<file path="src/eth_pkg.sv">
`default_nettype none

package eth_pkg;

	// frame geometry
	localparam int head_len = 14;
	localparam int payload_min = 46;
	localparam int preamble_len = 7;
	localparam int fcs_len = 4;
	localparam int ifg_len = 12;
	localparam int fifo_aw = 5; // 32 entries

	localparam logic [7:0] preamble_byte = 8'h55;
	localparam logic [7:0] sfd_byte = 8'hd5;

	// reflected ieee polynomial and the good-frame remainder
	localparam logic [31:0] crc_poly = 32'hedb88320;
	localparam logic [31:0] crc_residue = 32'hdebb20e3;

	// transmit fsm
	localparam logic [2:0] tx_idle = 3'd0;
	localparam logic [2:0] tx_pre = 3'd1;
	localparam logic [2:0] tx_head = 3'd2;
	localparam logic [2:0] tx_pay = 3'd3;
	localparam logic [2:0] tx_fcs = 3'd4;
	localparam logic [2:0] tx_gap = 3'd5;

	// receive fsm
	localparam logic [1:0] rx_idle = 2'd0; // also the sfd search
	localparam logic [1:0] rx_head = 2'd1;
	localparam logic [1:0] rx_pay = 2'd2;

	typedef struct packed {
		logic [47:0] dmac;
		logic [47:0] smac;
		logic [15:0] ethertype;
	} eth_head_fields_t;

	// framers see a flat word, users see the fields
	typedef union packed {
		logic [head_len*8-1:0] raw;
		eth_head_fields_t fields;
	} eth_head_u;

	typedef struct packed {
		logic dven;
		logic [7:0] data;
		eth_head_u head;
	} eth_tx_req_t;

	typedef struct packed {
		logic hden;
		logic dven;
		logic [7:0] data;
		logic err;
		eth_head_u head;
		logic head_done;
		logic frame_done;
		logic crc_ok;
	} eth_rx_out_t;

	typedef struct packed {
		logic en;
		logic er;
		logic [7:0] d;
	} gmii_tx_t;

	typedef struct packed {
		logic dv;
		logic er;
		logic [7:0] d;
	} gmii_rx_t;

endpackage

`default_nettype wire
</file>
<file path="src/eth_gmii_mac.sv">
`default_nettype none

module eth_gmii_mac (
	input  logic                 clk,
	input  logic                 reset,
	input  eth_pkg::eth_tx_req_t tx_req,
	input  eth_pkg::gmii_rx_t    gmii_in,
	output logic                 tx_busy,
	output eth_pkg::gmii_tx_t    gmii_out,
	output eth_pkg::eth_rx_out_t rx_out,
	output logic [15:0]          err_count
);

	logic [7:0] fifo_rdata;
	logic fifo_ren;
	logic fifo_empty;
	logic fifo_full;
	logic tx_crc_clear;
	logic tx_crc_en;
	logic [31:0] tx_crc;
	logic start_collision;
	logic rx_crc_clear;
	logic rx_crc_en;
	logic [7:0] rx_crc_d;
	logic rx_residue_ok;
	logic byte_error;
	logic [1:0] err_inc;
	logic [16:0] err_sum;

	byte_fifo u_fifo (
		.clk(clk),
		.reset(reset),
		.wen(tx_req.dven),
		.wdata(tx_req.data),
		.ren(fifo_ren),
		.rdata(fifo_rdata),
		.empty(fifo_empty),
		.full(fifo_full)
	);

	gmii_tx u_tx (
		.clk(clk),
		.reset(reset),
		.tx_req(tx_req),
		.fifo_rdata(fifo_rdata),
		.fifo_empty(fifo_empty),
		.crc(tx_crc),
		.fifo_ren(fifo_ren),
		.crc_clear(tx_crc_clear),
		.crc_en(tx_crc_en),
		.gmii_out(gmii_out),
		.busy(tx_busy),
		.start_collision(start_collision)
	);

	// tx crc runs over the bytes as they leave
	crc32_d8 u_tx_crc (
		.clk(clk),
		.reset(reset),
		.clear(tx_crc_clear),
		.en(tx_crc_en),
		.d(gmii_out.d),
		.crc(tx_crc),
		.residue_ok()
	);

	gmii_rx u_rx (
		.clk(clk),
		.reset(reset),
		.gmii_in(gmii_in),
		.residue_ok(rx_residue_ok),
		.crc_clear(rx_crc_clear),
		.crc_en(rx_crc_en),
		.crc_d(rx_crc_d),
		.rx_out(rx_out),
		.byte_error(byte_error)
	);

	crc32_d8 u_rx_crc (
		.clk(clk),
		.reset(reset),
		.clear(rx_crc_clear),
		.en(rx_crc_en),
		.d(rx_crc_d),
		.crc(),
		.residue_ok(rx_residue_ok)
	);

	assign err_inc = {1'b0, start_collision} + {1'b0, tx_req.dven & fifo_full}
		+ {1'b0, byte_error};
	assign err_sum = {1'b0, err_count} + {15'h0000, err_inc};

	always_ff @(posedge clk or posedge reset) begin
		if (reset)
			err_count <= '0;
		else
			err_count <= err_sum[16] ? 16'hffff : err_sum[15:0]; // saturate
	end

endmodule

`default_nettype wire

</file>
<file path="src/gmii_rx.sv">
`default_nettype none

module gmii_rx (
	input  logic                 clk,
	input  logic                 reset,
	input  eth_pkg::gmii_rx_t    gmii_in,
	input  logic                 residue_ok,
	output logic                 crc_clear,
	output logic                 crc_en,
	output logic [7:0]           crc_d,
	output eth_pkg::eth_rx_out_t rx_out,
	output logic                 byte_error
);

	eth_pkg::gmii_rx_t in_r;
	logic [1:0] st;
	logic [3:0] cnt; // header byte index
	logic [2:0] fill; // bytes held in the fcs delay line
	logic [31:0] dl;
	logic hbyte;
	logic pbyte;
	logic frame_end;
	logic hden_r;
	logic dven_r;
	logic err_r;
	logic head_done_r;
	logic frame_done_r;
	logic crc_ok_r;
	logic [7:0] data_r;
	eth_pkg::eth_head_u head_r;

	assign hbyte = (st == eth_pkg::rx_head) & in_r.dv;
	assign pbyte = (st == eth_pkg::rx_pay) & in_r.dv;
	assign frame_end = ((st == eth_pkg::rx_head) | (st == eth_pkg::rx_pay)) & ~in_r.dv;

	always_ff @(posedge clk or posedge reset) begin
		if (reset) begin
			in_r <= '0;
			st <= eth_pkg::rx_idle;
			cnt <= '0;
			fill <= '0;
			hden_r <= 1'b0;
			dven_r <= 1'b0;
			err_r <= 1'b0;
			head_done_r <= 1'b0;
			frame_done_r <= 1'b0;
			crc_ok_r <= 1'b0;
		end else begin
			in_r <= gmii_in;
			hden_r <= hbyte;
			dven_r <= pbyte & (fill == 3'd4); // byte already followed by four more
			head_done_r <= hbyte & (cnt == eth_pkg::head_len - 1);
			frame_done_r <= frame_end;
			if (frame_end)
				crc_ok_r <= residue_ok;
			if ((hbyte | pbyte) & in_r.er)
				err_r <= 1'b1;
			case (st)
				eth_pkg::rx_idle:
					if (in_r.dv && in_r.d == eth_pkg::sfd_byte) begin
						st <= eth_pkg::rx_head;
						cnt <= '0;
						fill <= '0;
						err_r <= 1'b0;
					end
				eth_pkg::rx_head:
					if (!in_r.dv) begin
						st <= eth_pkg::rx_idle; // runt
					end else begin
						cnt <= cnt + 1'b1;
						if (cnt == eth_pkg::head_len - 1)
							st <= eth_pkg::rx_pay;
					end
				eth_pkg::rx_pay:
					if (!in_r.dv)
						st <= eth_pkg::rx_idle;
					else if (fill != 3'd4)
						fill <= fill + 1'b1;
				default:
					st <= eth_pkg::rx_idle;
			endcase
		end
	end

	always_ff @(posedge clk) begin
		if (hbyte)
			head_r.raw <= {head_r.raw[eth_pkg::head_len*8-9:0], in_r.d};
		if (pbyte)
			dl <= {dl[23:0], in_r.d};
		data_r <= (st == eth_pkg::rx_head) ? in_r.d : dl[31:24];
	end

	// crc sees header, payload and fcs
	assign crc_clear = (st == eth_pkg::rx_idle);
	assign crc_en = hbyte | pbyte;
	assign crc_d = in_r.d;
	assign byte_error = in_r.dv & in_r.er;

	assign rx_out.hden = hden_r;
	assign rx_out.dven = dven_r;
	assign rx_out.data = data_r;
	assign rx_out.err = err_r;
	assign rx_out.head = head_r;
	assign rx_out.head_done = head_done_r;
	assign rx_out.frame_done = frame_done_r;
	assign rx_out.crc_ok = crc_ok_r;

endmodule

`default_nettype wire

</file>
<file path="src/gmii_tx.sv">
`default_nettype none

module gmii_tx (
	input  logic                 clk,
	input  logic                 reset,
	input  eth_pkg::eth_tx_req_t tx_req,
	input  logic [7:0]           fifo_rdata,
	input  logic                 fifo_empty,
	input  logic [31:0]          crc,
	output logic                 fifo_ren,
	output logic                 crc_clear,
	output logic                 crc_en,
	output eth_pkg::gmii_tx_t    gmii_out,
	output logic                 busy,
	output logic                 start_collision
);

	logic [2:0] st;
	logic [2:0] st_next;
	logic [10:0] cnt;
	logic dven_d;
	logic start;
	logic rd_valid; // fifo_rdata holds a popped byte
	logic [eth_pkg::head_len*8-1:0] head_sr;
	logic [7:0] tx_byte;

	assign start = tx_req.dven & ~dven_d;
	assign busy = (st != eth_pkg::tx_idle);
	assign start_collision = start & busy;

	// pop one ahead so the first payload byte is ready right after the header
	always_comb begin
		case (st)
			eth_pkg::tx_head: fifo_ren = (cnt == eth_pkg::head_len - 1) & ~fifo_empty;
			eth_pkg::tx_pay:  fifo_ren = rd_valid & ~fifo_empty;
			default:          fifo_ren = 1'b0;
		endcase
	end

	always_comb begin
		st_next = st;
		case (st)
			eth_pkg::tx_idle:
				if (start)
					st_next = eth_pkg::tx_pre;
			eth_pkg::tx_pre:
				if (cnt == eth_pkg::preamble_len)
					st_next = eth_pkg::tx_head;
			eth_pkg::tx_head:
				if (cnt == eth_pkg::head_len - 1)
					st_next = eth_pkg::tx_pay;
			eth_pkg::tx_pay:
				// no data coming next cycle and minimum length reached
				if (cnt >= eth_pkg::payload_min - 1 && !fifo_ren)
					st_next = eth_pkg::tx_fcs;
			eth_pkg::tx_fcs:
				if (cnt == eth_pkg::fcs_len - 1)
					st_next = eth_pkg::tx_gap;
			eth_pkg::tx_gap:
				if (cnt == eth_pkg::ifg_len - 1)
					st_next = eth_pkg::tx_idle;
			default:
				st_next = eth_pkg::tx_idle;
		endcase
	end

	always_ff @(posedge clk or posedge reset) begin
		if (reset) begin
			st <= eth_pkg::tx_idle;
			cnt <= '0;
			dven_d <= 1'b0;
			rd_valid <= 1'b0;
		end else begin
			st <= st_next;
			if (st_next != st || st == eth_pkg::tx_idle)
				cnt <= '0;
			else
				cnt <= cnt + 1'b1;
			dven_d <= tx_req.dven;
			rd_valid <= fifo_ren;
		end
	end

	// header captured as the preamble starts, then shifted msb first
	always_ff @(posedge clk) begin
		if (st == eth_pkg::tx_idle && start)
			head_sr <= tx_req.head.raw;
		else if (st == eth_pkg::tx_head)
			head_sr <= {head_sr[eth_pkg::head_len*8-9:0], 8'h00};
	end

	always_comb begin
		case (st)
			eth_pkg::tx_pre:
				tx_byte = (cnt == eth_pkg::preamble_len) ? eth_pkg::sfd_byte
					: eth_pkg::preamble_byte;
			eth_pkg::tx_head: tx_byte = head_sr[eth_pkg::head_len*8-1 -: 8];
			eth_pkg::tx_pay:  tx_byte = rd_valid ? fifo_rdata : 8'h00; // zero pad
			eth_pkg::tx_fcs:  tx_byte = crc[{cnt[1:0], 3'b000} +: 8];
			default:          tx_byte = 8'h00;
		endcase
	end

	assign gmii_out.en = busy & (st != eth_pkg::tx_gap);
	assign gmii_out.er = 1'b0;
	assign gmii_out.d = tx_byte;

	assign crc_clear = (st == eth_pkg::tx_pre);
	assign crc_en = (st == eth_pkg::tx_head) | (st == eth_pkg::tx_pay);

endmodule

`default_nettype wire

</file>
<file path="src/byte_fifo.sv">
`default_nettype none

module byte_fifo (
	input  logic       clk,
	input  logic       reset,
	input  logic       wen,
	input  logic [7:0] wdata,
	input  logic       ren,
	output logic [7:0] rdata,
	output logic       empty,
	output logic       full
);

	logic [7:0] mem [0:2**eth_pkg::fifo_aw-1];
	logic [eth_pkg::fifo_aw:0] wptr;
	logic [eth_pkg::fifo_aw:0] rptr;
	logic do_wr;
	logic do_rd;

	// extra msb tells full from empty
	assign empty = (wptr == rptr);
	assign full = (wptr[eth_pkg::fifo_aw] != rptr[eth_pkg::fifo_aw]) &&
		(wptr[eth_pkg::fifo_aw-1:0] == rptr[eth_pkg::fifo_aw-1:0]);

	assign do_wr = wen & ~full; // dropped when full
	assign do_rd = ren & ~empty;

	always_ff @(posedge clk or posedge reset) begin
		if (reset) begin
			wptr <= '0;
			rptr <= '0;
		end else begin
			if (do_wr)
				wptr <= wptr + 1'b1;
			if (do_rd)
				rptr <= rptr + 1'b1;
		end
	end

	always_ff @(posedge clk) begin
		if (do_wr)
			mem[wptr[eth_pkg::fifo_aw-1:0]] <= wdata;
		if (do_rd)
			rdata <= mem[rptr[eth_pkg::fifo_aw-1:0]]; // valid next cycle
	end

endmodule

`default_nettype wire

</file>
<file path="src/crc32_d8.sv">
`default_nettype none

module crc32_d8 (
	input  logic        clk,
	input  logic        reset,
	input  logic        clear,
	input  logic        en,
	input  logic [7:0]  d,
	output logic [31:0] crc,
	output logic        residue_ok
);

	logic [31:0] r;

	// one byte through the reflected register, lsb first
	function automatic logic [31:0] crc_byte(input logic [31:0] c, input logic [7:0] b);
		logic [31:0] x;
		x = c ^ {24'h000000, b};
		for (int i = 0; i < 8; i++) begin
			x = x[0] ? ((x >> 1) ^ eth_pkg::crc_poly) : (x >> 1);
		end
		return x;
	endfunction

	always_ff @(posedge clk or posedge reset) begin
		if (reset) begin
			r <= '1;
		end else if (clear) begin
			r <= '1;
		end else if (en) begin
			r <= crc_byte(r, d);
		end
	end

	assign crc = ~r; // byte 0 goes on the wire first
	assign residue_ok = (r == eth_pkg::crc_residue);

endmodule

`default_nettype wire

</file>
<file path="config.mk">
export PLATFORM = sky130hd
export DESIGN_NAME = eth_gmii_mac
export DESIGN_NICKNAME = d
export VERILOG_FILES = /design/src/eth_pkg.sv /design/src/eth_gmii_mac.sv /design/src/gmii_rx.sv /design/src/gmii_tx.sv /design/src/byte_fifo.sv /design/src/crc32_d8.sv
export SDC_FILE = /design/constraint.sdc
export NUM_CORES = 1
export LEC_CHECK = 0
export ABC_AREA = 1
export BUFFER_PORTS_ARGS = -buffer_cell sky130_fd_sc_hd__buf_2
export CAP_MARGIN = 5
export CORE_UTILIZATION = 55
export DETAILED_ROUTE_END_ITERATION = 16
export PLACE_DENSITY = 0.85
export SLEW_MARGIN = 40
export SYNTH_ARGS = -nofsm -noshare
export SYNTH_HDL_FRONTEND = slang
export SYNTH_SLANG_ARGS = --single-unit
</file>
<file path="constraint.sdc">
create_clock -name clk -period 5.2 [get_ports clk]
set_input_delay 0.78 -clock clk [delete_from_list [all_inputs] [get_ports clk]]
set_output_delay 0.78 -clock clk [all_outputs]
set_load 0.005 [all_outputs]
</file>
==> impl_results.md <==
- Syn avg cell area: 12.4 um^2
- Final-report max-slew violation count: 0
- Overall die area: 52,000 um^2
- Area of the multi-input gates: 7860 um^2
- Post-CTS Resized: 0
- Async SR Flop Fraction: 0.201
- Layout cell share with drive strength beyond 1: 0.249
- Gr usage total: 0.252
- Clk sinks: 661
- WL/cell: 20.0 um
- Clock skew: 19.1 ps
- Top cells by area, synth: edfxtp_1 56%, dfrtp_1 6.1%, dfstp_2 6.0%
- Synth area leader: edfxtp_1
- Period utilisation layout: 0.800
- Hold Fails Final Rpt: 0
- Post-Route WL: 65,500 um
- Syn-to-layout area delta: 14.9%
- Number of global-route vias before repair: 18,900
- Initial antenna violation count: 3
- FF-to-FF path depth: 9
- H-tree depth: 3
- First-iteration detailed-routing DRC count: 1,897
- Synth warn: 0
- Die extent in x: 228 um
- Most frequent cells after synthesis: 520 x edfxtp_1, 311 x nand2_1, 248 x nor2_1
- Endpoints failing setup: 0
- Cell count after synthesis: 2,264
- Top Ports: 286
- CORE AREA: 50,300 um^2
- Global placer's final weighted congestion: 0.931
- F_max: 240 MHz
- Power Density: 555 nW/um^2
- First-pass GRT wire length: 103,000 um
- FF+latch area: 19,200 um^2
- Vias per cell: 5.74
- Flops & latches, synth: 661
- Via count: 18,800
- Starting Density: 0.559
- TritonCTS clock tree: built
- Worst-Margin Slew: 832 ps
- TritonRoute pass-1 iters: 6
- WS Path Type: reg2reg
- Clock Tree Root: clkbuf_16
- Setup repair bufs after CTS: 0
- CP endpoint kind: flop
- Worst r2r dst: u_rx_crc.r[15]
- Synth unique cells: 54
- Reg clk slew, reported paths: 60 ps
- Slew headroom: 0.446
- Status: finished clean
- Worst skew pair latency: 600 ps
- Chip height: 228 um
- # rows: 82
- Mapped cell area: 28,100 um^2
- Final instance area: 32,300 um^2
- Synth Net Count: 2,415
- Max cap viols: 0
- # nets final: 2,693
- Maximum VDD drop: 338 uV
- DP Area: 30,100 um^2
- Clock Tree Buf Depth: 3
- TritonCTS Buffers: 69
- CP Max Fanout: 53
- Post-synth top area share: 0.556
- Setup repair after global routing missed its margin: no
- Post-DRT Antenna Nets: 0
- Req. time, crit path: 5690 ps
- Post-synth EDFFs: 520
- HPWL Detailed: 41,400 um
- Count leader, synth: edfxtp_1
- Largest net degree at the start of global routing: 88
- HP Class: in2async
- PortBufs: 284
- Top_reg_cell synth: edfxtp_1
- Fill cells: 3,599
- CP arrival: 4650 ps
- Final Critical Period: 4160 ps
- Total Neg Setup Slack: 0 ps
- Crit start category: flop
- Grt ovf: 0
- Cts hold-fix bufs: 0
- Drc violations: 0
- R2R setup slack: 1040 ps
- RR Startpoint: u_rx.st[1]
- Sequential share of the synthesized area: 0.683
- LEAKAGE: 12.1 nW
-- critical path, cell delays in order (launching register included) --
cell and delay, ps:
dfrtp_1 390, inv_1 110, ha_1 520, nand2_1 230
inv_4 530, nor2_1 210, nor2_1 600, clkinv_1 850
o32ai_1 530, a31oi_1 80
-- logic make-up after synthesis --
family	count (synthesis)	share of synthesized area
AO/OA/AOI/OAI	323	0.0674
XOR/XNOR	124	0.0435
adder cells (fa/ha/maj)	18	0.00855
buffers and inverters	272	0.0388
flip-flops	661	0.683
multiplexers	108	0.0433
other	1	0.000133
AND/OR/NAND/NOR	757	0.116
-- worst max-delay path by stage --
stage,start,to,slack (ps),depth (start not counted)
6_report,u_rx.st[1],u_rx_crc.r[15],1040,9
3_5_place_dp,u_rx.st[1],u_rx_crc.r[15],1260,9
2_1_floorplan,u_rx.st[1],u_rx_crc.r[12],640,10
5_1_grt,u_rx.st[1],u_rx_crc.r[15],800,9
3_3_place_gp,u_fifo.rptr[0],err_count[9],1520,15
4_1_cts,u_rx.st[1],u_rx_crc.r[15],1160,9
-- stage by stage --
stage | setup WS, ps | hold slack, ps | utilization | std cells | power, W
6_report | 1040 | 285 | 0.642 | 3272 | 0.0179
5_1_grt | 798 | 265 | 0.642 | 3272 | 0.0189
4_1_cts | 1160 | 259 | 0.642 | 3270 | 0.0179
3_5_place_dp | 1260 | 405 | 0.599 | 3143 | 0.0131
3_3_place_gp | 1520 | 401 | 0.598 | 3143 | 0.0128
2_1_floorplan | 640 | 400 | - | 2264 | 0.0114
-- power breakdown --
group | internal, W | leakage (nW) | switching, W
Clock | 0.00270 | 1.05 | 0.00202
Sequential | 0.00666 | 5.93 | 0.000490
Combinational | 0.00201 | 5.12 | 0.00405
-- area by class of cell --
class                      instances  area share
clock inverter                    40     0.00942
tap                              672      0.0261
sequential                       661       0.595
multi-input combinational       1331       0.244
timing repair buffer             297      0.0472
clock buffer                      87      0.0575
inverter                         182      0.0216
antenna                            2    0.000155
-- sequential cells by signal, indices dropped and copies added (netlist names), 2 cells and up --
signal / count
u_fifo.rptr: 6
u_rx.in_r: 2
u_rx.fill: 3
u_rx.data_r: 8
u_tx.head_sr: 112
u_fifo.rdata: 8
u_tx.cnt: 11
u_rx.head_r: 112
u_rx.st: 2
u_fifo.wptr: 6
u_rx.cnt: 4
u_tx_crc.r: 32
u_fifo.mem: 256
err_count: 16
u_tx.st: 3
u_rx.dl: 32
u_rx.crc_d: 8
u_rx_crc.r: 32
-- cells in the final DEF, fill, tap and decap left out, types with 8 or more instances in the layout --
| cell | count |
|---|---|
| or2_2 | 8 |
| edfxtp_1 | 520 |
| o221ai_1 | 26 |
| nand2_1 | 309 |
| nand2_2 | 27 |
| nand4_1 | 28 |
| clkbuf_16 | 71 |
| xnor2_1 | 27 |
| xor2_1 | 84 |
| dfstp_2 | 64 |
| nor2_2 | 8 |
| nor2_1 | 245 |
| nor3_1 | 13 |
| dfxtp_1 | 8 |
| buf_2 | 284 |
| ha_1 | 16 |
| clkinv_1 | 21 |
| buf_4 | 12 |
| nand3_1 | 100 |
| a21oi_1 | 31 |
| o22ai_1 | 77 |
| o211ai_1 | 8 |
| mux2_2 | 108 |
| o21ai_0 | 163 |
| clkbuf_1 | 14 |
| inv_1 | 166 |
| clkinv_2 | 12 |
| dfrtp_1 | 68 |
-- layer usage --
metal | global-route usage | vias to the layer above | part of all wire
li1 | - | 8493 | -
met1 | 0.327 | 9251 | 0.39
met2 | 0.422 | 898 | 0.50
met3 | 0.0473 | 151 | 0.081
met4 | 0.0948 | 2 | 0.029
met5 | 0 | - | 0.00015
Note: power is estimated with default switching activity, not from simulation.
